==> src/espi_cfg_pkg.sv <==
//--------------------------------------------------------------------------
// eSPI link constants and base types
//--------------------------------------------------------------------------

package espi_cfg_pkg;

    // ------------------------------------------------------------------------
    // link constants
    // ------------------------------------------------------------------------
    localparam int lane_count = 4;      // I/O[3:0]
    localparam int byte_w     = 8;
    localparam int tar_cycles = 2;      // turn-around length in clocks

    // ------------------------------------------------------------------------
    // width typedefs
    // ------------------------------------------------------------------------
    typedef logic [byte_w-1:0]     espi_byte_t;
    typedef logic [lane_count-1:0] lane_vec_t;
    typedef logic [2:0]            slot_cnt_t;   // clock index inside one byte

    // sent in place of a response byte that is not there yet
    localparam espi_byte_t wait_state_byte = 8'h0F;

    // lane mode, same encoding as the config register field
    typedef enum logic [1:0] {
        io_single = 2'b00,      // 8 clocks per byte
        io_dual   = 2'b01,      // 4 clocks per byte
        io_quad   = 2'b10       // 2 clocks per byte
    } io_mode_e;

    // index of the final clock of a byte for the given lane mode
    function automatic slot_cnt_t last_slot(io_mode_e mode);
        case (mode)
            io_dual: return slot_cnt_t'(3);
            io_quad: return slot_cnt_t'(1);
            default: return slot_cnt_t'(7);    // single and reserved code
        endcase
    endfunction

endpackage

==> src/espi_link_pkg.sv <==
//--------------------------------------------------------------------------
// eSPI link phase and bundle types
//--------------------------------------------------------------------------

package espi_link_pkg;

    // transaction phase as seen by the link layer
    typedef enum logic [2:0] {
        ph_idle       = 3'd0,
        ph_request    = 3'd1,   // command bytes coming in
        ph_tar        = 3'd2,   // bus turn-around
        ph_response   = 3'd3,   // response bytes going out
        ph_drive_high = 3'd4    // hold active lanes high until cs_n rises
    } link_phase_e;

    // byte handed upstream by the deserializer
    typedef struct packed {
        logic                     valid;
        espi_cfg_pkg::espi_byte_t data;
        logic                     crc_end;   // request ends with this byte
    } rx_byte_s;

    // byte pushed by the response producer
    typedef struct packed {
        logic                     valid;
        espi_cfg_pkg::espi_byte_t data;
        logic                     last;
    } resp_byte_s;

    // controller to serializer
    typedef struct packed {
        link_phase_e phase;
        logic        byte_start;            // load next byte this cycle
    } tx_cmd_s;

endpackage

==> src/espi_link_top.sv <==
//--------------------------------------------------------------------------
// eSPI link layer, SPI clock domain
//--------------------------------------------------------------------------

`timescale 1ns/10ps

module espi_link_top #(
    parameter int RESP_DEPTH = 4        // response buffer depth and initial credits
) (
    input  logic                       espi_clk,
    input  logic                       spi_domain_reset_n,
    input  logic                       cs_n,
    input  espi_cfg_pkg::io_mode_e     io_mode,
    input  espi_cfg_pkg::lane_vec_t    data_in,
    input  logic                       crc_end,
    input  espi_link_pkg::resp_byte_s  resp,
    output espi_link_pkg::rx_byte_s    rx_byte,
    output logic                       resp_credit,
    output espi_cfg_pkg::lane_vec_t    data_out,
    output espi_cfg_pkg::lane_vec_t    data_oe
);

    espi_link_pkg::tx_cmd_s tx_cmd;
    logic                   last_sent;

    espi_rx_deser i_espi_rx_deser (
        .espi_clk           (espi_clk),
        .spi_domain_reset_n (spi_domain_reset_n),
        .cs_n               (cs_n),
        .io_mode            (io_mode),
        .data_in            (data_in),
        .crc_end            (crc_end),
        .rx_byte            (rx_byte)
    );

    espi_phase_ctrl i_espi_phase_ctrl (
        .espi_clk           (espi_clk),
        .spi_domain_reset_n (spi_domain_reset_n),
        .cs_n               (cs_n),
        .io_mode            (io_mode),
        .rx_byte            (rx_byte),
        .last_sent          (last_sent),
        .tx_cmd             (tx_cmd)
    );

    espi_tx_ser #(
        .RESP_DEPTH (RESP_DEPTH)
    ) i_espi_tx_ser (
        .espi_clk           (espi_clk),
        .spi_domain_reset_n (spi_domain_reset_n),
        .cs_n               (cs_n),
        .io_mode            (io_mode),
        .tx_cmd             (tx_cmd),
        .resp               (resp),
        .resp_credit        (resp_credit),
        .last_sent          (last_sent),
        .data_out           (data_out),
        .data_oe            (data_oe)
    );

endmodule

==> src/espi_phase_ctrl.sv <==
//--------------------------------------------------------------------------
// eSPI transaction phase controller
//--------------------------------------------------------------------------

`timescale 1ns/10ps

module espi_phase_ctrl (
    input  logic                    espi_clk,
    input  logic                    spi_domain_reset_n,
    input  logic                    cs_n,
    input  espi_cfg_pkg::io_mode_e  io_mode,
    input  espi_link_pkg::rx_byte_s rx_byte,
    input  logic                    last_sent,
    output espi_link_pkg::tx_cmd_s  tx_cmd
);

    localparam int tar_w = $clog2(espi_cfg_pkg::tar_cycles + 1);
    localparam logic [tar_w-1:0] tar_last = tar_w'(espi_cfg_pkg::tar_cycles - 1);

    espi_link_pkg::link_phase_e phase_q;
    espi_link_pkg::link_phase_e phase_nxt;
    logic [tar_w-1:0]           tar_cnt_q;
    logic [tar_w-1:0]           tar_cnt_nxt;
    espi_cfg_pkg::slot_cnt_t    slot_q;
    espi_cfg_pkg::slot_cnt_t    slot_nxt;
    espi_cfg_pkg::slot_cnt_t    slot_last;
    logic                       start_nxt;

    assign slot_last = espi_cfg_pkg::last_slot(io_mode);

    // ------------------------------------------------------------------------
    // phase FSM
    // ------------------------------------------------------------------------
    always_comb begin
        phase_nxt   = phase_q;
        tar_cnt_nxt = tar_cnt_q;
        case (phase_q)
            espi_link_pkg::ph_idle: begin
                if (!cs_n) phase_nxt = espi_link_pkg::ph_request;
            end
            espi_link_pkg::ph_request: begin
                if (rx_byte.valid && rx_byte.crc_end) begin
                    phase_nxt   = espi_link_pkg::ph_tar;
                    tar_cnt_nxt = '0;
                end
            end
            espi_link_pkg::ph_tar: begin
                if (tar_cnt_q == tar_last) phase_nxt = espi_link_pkg::ph_response;
                else tar_cnt_nxt = tar_cnt_q + 1'b1;
            end
            espi_link_pkg::ph_response: begin
                if (last_sent) phase_nxt = espi_link_pkg::ph_drive_high;
            end
            espi_link_pkg::ph_drive_high: begin
                phase_nxt = espi_link_pkg::ph_drive_high;   // held until cs_n rises
            end
            default: phase_nxt = espi_link_pkg::ph_idle;
        endcase
        if (cs_n) phase_nxt = espi_link_pkg::ph_idle;   // abort from any phase
    end

    // byte boundary tracking inside the response
    always_comb begin
        if (phase_q != espi_link_pkg::ph_response) slot_nxt = '0;
        else if (slot_q == slot_last) slot_nxt = '0;
        else slot_nxt = slot_q + 1'b1;
    end

    assign start_nxt = (phase_nxt == espi_link_pkg::ph_response) && (slot_nxt == '0);

    always_ff @(posedge espi_clk or negedge spi_domain_reset_n) begin
        if (!spi_domain_reset_n) begin
            phase_q   <= espi_link_pkg::ph_idle;
            tar_cnt_q <= '0;
            slot_q    <= '0;
        end else begin
            phase_q   <= phase_nxt;
            tar_cnt_q <= tar_cnt_nxt;
            slot_q    <= slot_nxt;
        end
    end

    // look-ahead command, the serializer registers it on the same edge
    assign tx_cmd.phase      = phase_nxt;
    assign tx_cmd.byte_start = start_nxt;

endmodule

==> src/espi_rx_deser.sv <==
//--------------------------------------------------------------------------
// eSPI receive deserializer
//--------------------------------------------------------------------------

`timescale 1ns/10ps

module espi_rx_deser (
    input  logic                    espi_clk,
    input  logic                    spi_domain_reset_n,
    input  logic                    cs_n,
    input  espi_cfg_pkg::io_mode_e  io_mode,
    input  espi_cfg_pkg::lane_vec_t data_in,
    input  logic                    crc_end,
    output espi_link_pkg::rx_byte_s rx_byte
);

    espi_cfg_pkg::slot_cnt_t  slot_q;
    espi_cfg_pkg::slot_cnt_t  slot_last;
    espi_cfg_pkg::espi_byte_t shift_q;
    espi_cfg_pkg::espi_byte_t shift_nxt;
    logic                     byte_done;
    logic                     valid_q;

    assign slot_last = espi_cfg_pkg::last_slot(io_mode);
    assign byte_done = (slot_q == slot_last);

    // msb first, the lowest lanes carry the newest bits
    always_comb begin
        case (io_mode)
            espi_cfg_pkg::io_dual: shift_nxt = {shift_q[5:0], data_in[1:0]};
            espi_cfg_pkg::io_quad: shift_nxt = {shift_q[3:0], data_in[3:0]};
            default:               shift_nxt = {shift_q[6:0], data_in[0]};
        endcase
    end

    always_ff @(posedge espi_clk or negedge spi_domain_reset_n) begin
        if (!spi_domain_reset_n) begin
            slot_q  <= '0;
            shift_q <= '0;
            valid_q <= 1'b0;
        end else if (cs_n) begin
            slot_q  <= '0;              // next frame starts byte aligned
            shift_q <= '0;
            valid_q <= 1'b0;
        end else begin
            shift_q <= shift_nxt;
            valid_q <= byte_done;
            slot_q  <= byte_done ? '0 : slot_q + 1'b1;
        end
    end

    // the completed byte sits in the shifter during the valid cycle
    assign rx_byte.valid   = valid_q;
    assign rx_byte.data    = shift_q;
    assign rx_byte.crc_end = crc_end;   // decoder flag, same cycle as valid

endmodule

==> src/espi_tx_ser.sv <==
//--------------------------------------------------------------------------
// eSPI response serializer
//--------------------------------------------------------------------------

`timescale 1ns/10ps

module espi_tx_ser #(
    parameter int RESP_DEPTH = 4
) (
    input  logic                       espi_clk,
    input  logic                       spi_domain_reset_n,
    input  logic                       cs_n,
    input  espi_cfg_pkg::io_mode_e     io_mode,
    input  espi_link_pkg::tx_cmd_s     tx_cmd,
    input  espi_link_pkg::resp_byte_s  resp,
    output logic                       resp_credit,
    output logic                       last_sent,
    output espi_cfg_pkg::lane_vec_t    data_out,
    output espi_cfg_pkg::lane_vec_t    data_oe
);

    localparam int ptr_w = (RESP_DEPTH > 1) ? $clog2(RESP_DEPTH) : 1;
    localparam int cnt_w = $clog2(RESP_DEPTH + 1);
    localparam logic [ptr_w-1:0] ptr_last = ptr_w'(RESP_DEPTH - 1);

    espi_link_pkg::resp_byte_s fifo_mem [RESP_DEPTH];
    logic [ptr_w-1:0]          wr_ptr_q;
    logic [ptr_w-1:0]          rd_ptr_q;
    logic [cnt_w-1:0]          count_q;
    logic                      fifo_empty;
    logic                      push;
    logic                      pop;
    logic                      credit_q;
    espi_cfg_pkg::espi_byte_t  load_byte;
    logic                      load_last;
    espi_cfg_pkg::espi_byte_t  shift_q;
    espi_cfg_pkg::espi_byte_t  shift_nxt;
    logic                      last_q;
    logic                      drive_q;       // shifting a byte out
    logic                      high_q;        // drive-high after the last byte
    espi_cfg_pkg::slot_cnt_t   slot_q;
    espi_cfg_pkg::slot_cnt_t   slot_last;
    espi_cfg_pkg::lane_vec_t   lane_mask;
    espi_cfg_pkg::lane_vec_t   lane_bits;

    // ------------------------------------------------------------------------
    // response FIFO, one credit back per entry leaving
    // ------------------------------------------------------------------------
    assign fifo_empty = (count_q == '0);
    assign push       = resp.valid;
    assign pop        = !fifo_empty && (tx_cmd.byte_start || cs_n);   // dequeue or flush

    always_ff @(posedge espi_clk) begin
        if (push) fifo_mem[wr_ptr_q] <= resp;
    end

    always_ff @(posedge espi_clk or negedge spi_domain_reset_n) begin
        if (!spi_domain_reset_n) begin
            wr_ptr_q <= '0;
            rd_ptr_q <= '0;
            count_q  <= '0;
            credit_q <= 1'b0;
        end else begin
            if (push) wr_ptr_q <= (wr_ptr_q == ptr_last) ? '0 : wr_ptr_q + 1'b1;
            if (pop) rd_ptr_q <= (rd_ptr_q == ptr_last) ? '0 : rd_ptr_q + 1'b1;
            case ({push, pop})
                2'b10:   count_q <= count_q + 1'b1;
                2'b01:   count_q <= count_q - 1'b1;
                default: count_q <= count_q;
            endcase
            credit_q <= pop;
        end
    end

    assign resp_credit = credit_q;
    assign load_byte   = fifo_empty ? espi_cfg_pkg::wait_state_byte : fifo_mem[rd_ptr_q].data;
    assign load_last   = !fifo_empty && fifo_mem[rd_ptr_q].last;

    // ------------------------------------------------------------------------
    // shifter and lane drivers
    // ------------------------------------------------------------------------
    assign slot_last = espi_cfg_pkg::last_slot(io_mode);

    always_comb begin
        case (io_mode)
            espi_cfg_pkg::io_dual: begin
                lane_mask = 4'b0011;
                lane_bits = {2'b00, shift_q[7:6]};
                shift_nxt = {shift_q[5:0], 2'b00};
            end
            espi_cfg_pkg::io_quad: begin
                lane_mask = 4'b1111;
                lane_bits = shift_q[7:4];
                shift_nxt = {shift_q[3:0], 4'b0000};
            end
            default: begin                          // single mode goes out on io[1]
                lane_mask = 4'b0010;
                lane_bits = {2'b00, shift_q[7], 1'b0};
                shift_nxt = {shift_q[6:0], 1'b0};
            end
        endcase
    end

    always_ff @(posedge espi_clk or negedge spi_domain_reset_n) begin
        if (!spi_domain_reset_n) begin
            drive_q <= 1'b0;
            high_q  <= 1'b0;
            last_q  <= 1'b0;
            slot_q  <= '0;
        end else begin
            drive_q <= (tx_cmd.phase == espi_link_pkg::ph_response);
            high_q  <= (tx_cmd.phase == espi_link_pkg::ph_drive_high);
            if (tx_cmd.byte_start) begin
                last_q <= load_last;
                slot_q <= '0;
            end else if (drive_q) begin
                slot_q <= (slot_q == slot_last) ? '0 : slot_q + 1'b1;
            end
        end
    end

    always_ff @(posedge espi_clk) begin
        if (tx_cmd.byte_start) shift_q <= load_byte;
        else if (drive_q) shift_q <= shift_nxt;
    end

    assign last_sent = drive_q && last_q && (slot_q == slot_last);

    always_comb begin
        if (high_q) begin
            data_out = lane_mask;       // all active lanes high
            data_oe  = lane_mask;
        end else if (drive_q) begin
            data_out = lane_bits;
            data_oe  = lane_mask;
        end else begin
            data_out = '0;
            data_oe  = '0;
        end
    end

endmodule

==> config.mk <==
export PLATFORM = sky130hd
export DESIGN_NAME = espi_link_top
export DESIGN_NICKNAME = d
export VERILOG_FILES = /design/src/espi_cfg_pkg.sv /design/src/espi_link_pkg.sv /design/src/espi_link_top.sv /design/src/espi_phase_ctrl.sv /design/src/espi_rx_deser.sv /design/src/espi_tx_ser.sv
export SDC_FILE = /design/constraint.sdc
export NUM_CORES = 1
export LEC_CHECK = 0
export BUFFER_PORTS_ARGS = -buffer_cell sky130_fd_sc_hd__buf_2
export CAP_MARGIN = 0
export CORE_MARGIN = 4
export CORE_UTILIZATION = 50
export DETAILED_ROUTE_END_ITERATION = 6
export PLACE_DENSITY = 0.7
export SETUP_SLACK_MARGIN = 0.5
export SYNTH_ARGS = -nofsm -noshare
export SYNTH_HDL_FRONTEND = slang
export SYNTH_HIERARCHICAL = 1
export SYNTH_SLANG_ARGS = --single-unit
==> constraint.sdc <==
create_clock -name espi_clk -period 9.35 [get_ports espi_clk]
set_clock_uncertainty 0.2 [all_clocks]
set_input_delay 0.4675 -clock espi_clk [delete_from_list [all_inputs] [get_ports espi_clk]]
set_output_delay 0.4675 -clock espi_clk [all_outputs]
set_load 0.01 [all_outputs]
==> out/metrics.cfg <==
[timing]
final_hold_viol_count=0
rsz_0062_raised_after_global_routing=false
final_setup_violating_endpoints=0
relSlewSlack_pct=49.72
final-max-slew-violation-count=0
worstMarginPinSlew_ns=0.7543
layout_worst_path_cycle_share_pct=42.48
totalNegativeSetupSlack_ns=0
max_clock_freq_mhz=251.8
min_period_ns=3.972

[floorplanning]
die_area_um2=8834
row_count=31
die_width_um=93.99
i_o_pin_count=39
fp.coreArea_um2=7214
die_h_um=93.99
initial_core_util_pct=51.25

[hold_path]
hold_path.class=in2reg

[pwr]
report.power.total_uw=920.4
power.density_cell_area_nw_per_um2=222.6
power.sequential.fraction_pct=51.5
power.net_switching_uw=267.9
leakagePower_nw=1.742
pwr-share-comb_pct=21.5
p_int_uw=652.6
p_clk_share_pct=27.1
vdd_ir_drop_max_mv=0.1144
netSwitchingFraction_pct=29.10

[detailed_routing]
avgViaCountPerCell=5.344
drt_pass1_iterations=4
routed_wire_length_um=6296
num_vias=2223
drc=0
drt_iter0_drc=99
number_of_antenna_violating_nets_in_the_routed_design=0
routed_wire_length_per_instance_um=15.13

[worst_setup_path]
timing.critical_path.from_type=input pin
cpMaxStageDelayCell=ha_1
critical_path.max_fanout=19
critical-path-top-cell-by-count=inv_1
worst_path_largest_cell_delay_ns=0.60
cp.required_ns=9.42
critPathCaptureType=flip-flop
crit_path_cell_trace=buf_2 -> inv_1 -> ha_1 -> xnor2_1 -> and3_1 -> and3_1 -> nand2_1 -> o21ai_0 -> a21oi_1 -> nor4b_2 -> buf_4 -> o21bai_1 -> inv_1 -> ha_1 -> inv_1 -> fa_1 -> xor2_1 -> nor2_1 -> xor2_1
worst_endpoint_data_arrival_time_ns=4.04
worst-setup-path-type=in2reg

[place]
place.gp.congestion=0.7785
dp_hpwl_um=4341
portBuffers=38

[synth]
post_synth_num_cell_types=50
yosysSeqAreaShare_pct=58.75
post_syn_instances=276
synth_area_per_cell_um2=13.40
postSynth.asyncResetShare_pct=43.59
synth.net_count=313
ys_seq_elements=78
ys_warn_count=6
synth_ff_type=edfxtp_1
synth.cell_area_um2=3697
synth_enable_flop_cells=44

[outcome]
run_status=complete, no violations

[run]
cap_viol_max_count=0

[clock_network]
cts_root_buf=clkbuf_8
post_cts_resized=0
cts-root-to-sink-buffers=2
tritoncts_clock_tree=done
cts-htree-levels=3
cts_buffers=9
clk_transition_reported_paths_ns=0.08
clk-insertion-delay-late_ns=0.34
clock_sinks=78

[cells_and_area]
proportion_of_layout_cells_with_a_drive_suffix_above_1_pct=21.77
finish.net_count=349
antenna_cells_inserted=0
fillers=630
areaGrowthSynthToFinish_pct=11.84

[grt]
grt_max_degree=35
grt_pass1_wl_um=10590
overflow=0
first_global_vias=2249
antenna_found_initial=0
grtUsageTotal_pct=15.78

-- final timing paths --
kind	startpoint	end	slack, ns	cells after the start
min	resp[6]	i_espi_tx_ser/fifo_mem[0][6]	0.13	1
min reg2reg	i_espi_rx_deser/slot_q[0]	i_espi_rx_deser/slot_q[0]	0.27	1
max reg2reg	i_espi_tx_ser/slot_q[1]	i_espi_tx_ser/count_q[2]	5.86	16
max in group asynchronous	spi_domain_reset_n	i_espi_tx_ser/count_q[1]	7.94	2
max	io_mode[0]	i_espi_tx_ser/count_q[2]	5.38	19
min in group asynchronous	spi_domain_reset_n	i_espi_rx_deser/shift_q[0]	0.52	2
-- kinds of logic after synthesis --
logic type / synth area share (%)
AOI/OAI and AO/OA: 9.340
xor gates and xnor gates: 2.843
adders and majority gates: 5.956
buffers and inverters: 4.873
DFF: 58.75
muxes: 7.005
and+or+nand+nor: 11.24
-- power by group through the flow --
stage	Sequential, mW	Combinational [mW]	Clock, mW
2_1_floorplan	0.458	0.172	0
3_3_place_gp	0.479	0.194	0
3_5_place_dp	0.483	0.201	0
4_1_cts	0.476	0.202	0.258
5_1_grt	0.482	0.227	0.275
6_report	0.474	0.198	0.249
-- Yosys cell counts, types with 6 or more instances --
master,number,area share (%)
o21ai_0,6,0.81
nor2_1,17,1.7
edfxtp_1,44,36
a221oi_1,11,2.6
xnor2_1,7,1.7
nor2b_1,12,2.0
nand2_1,8,0.81
inv_1,24,2.4
mux4_1,6,4.3
a21oi_1,9,1.2
o32ai_1,6,1.4
dfrtp_1,34,23
nor3_1,10,1.4
ha_1,16,5.4
-- final cells by class --
cell class                      instances  area (µm²)  area share, %
Sequential cell                        78        2172          52.53
Multi-Input combinational cell        159        1345          32.53
Clock inverter                          6       68.82          1.664
Inverter                               24       90.09          2.179
Clock buffer                           10       127.6          3.086
Tap cell                               99       123.9          2.995
Timing Repair Buffer                   40       207.7          5.023
-- routing by layer --
metal | track usage [%] | vias up | routed length [µm]
li1 | - | 1080 | -
met1 | 19.79 | 1085 | 2934
met2 | 25.43 | 49 | 2996
met3 | 5.288 | 9 | 264
met4 | 5.897 | 0 | 99
met5 | 0 | - | 0
-- cell usage in the layout (no fill, tap or decap), types with 3 or more instances in the layout --
master,n
buf_2,38
inv_1,24
nand2_1,8
o32ai_1,6
nand3b_1,4
a221oi_1,11
mux2_2,3
a21oi_1,9
edfxtp_1,44
xor2_1,5
mux4_2,3
and2_1,4
mux4_1,6
ha_1,16
clkbuf_8,9
o21a_1,3
nor2b_1,12
nor3_1,10
o21ai_0,6
dfrtp_1,34
xnor2_1,7
nor2_1,17
-- per-stage QoR --
| step | setup slack, ns | std cells | cell area [µm²] | util [%] | hold slack (ns) |
|---|---|---|---|---|---|
| floorplan | 5.672 | 276 | 3697 | - | -0.02809 |
| global placement | 5.221 | 399 | 3929 | 54.46 | 0.2543 |
| detailed placement | 5.057 | 399 | 3929 | 54.46 | 0.2607 |
| CTS | 5.438 | 416 | 4135 | 57.32 | 0.1127 |
| global route | 5.145 | 416 | 4135 | 57.32 | 0.1062 |
| finish | 5.378 | 416 | 4135 | 57.32 | 0.1314 |
-- sequential cells by signal (all words and copies together), names as in the netlist, 3 cells and up --
register,count
i_espi_phase_ctrl/phase_q,3
i_espi_phase_ctrl/slot_q,3
i_espi_rx_deser/shift_q,8
i_espi_rx_deser/slot_q,3
i_espi_tx_ser/count_q,3
i_espi_tx_ser/fifo_mem,36
i_espi_tx_ser/shift_q,8
i_espi_tx_ser/slot_q,3
-- repair_timing --
action / CTS / global route
hold buffers: 1 / 0
buffers inserted: 0 / 0
hold endpoints to repair: 5 / 0
-- critical path, delay by kind of cell --
| kind | cells | cell delay (ns) |
|---|---|---|
| compound gates | 3 | 0.53 |
| xor+xnor | 3 | 0.43 |
| fa+ha+maj | 3 | 1.15 |
| buf+inv | 5 | 0.61 |
| simple gates | 5 | 0.87 |
No activity file was read; power rests on OpenSTA's default activity.
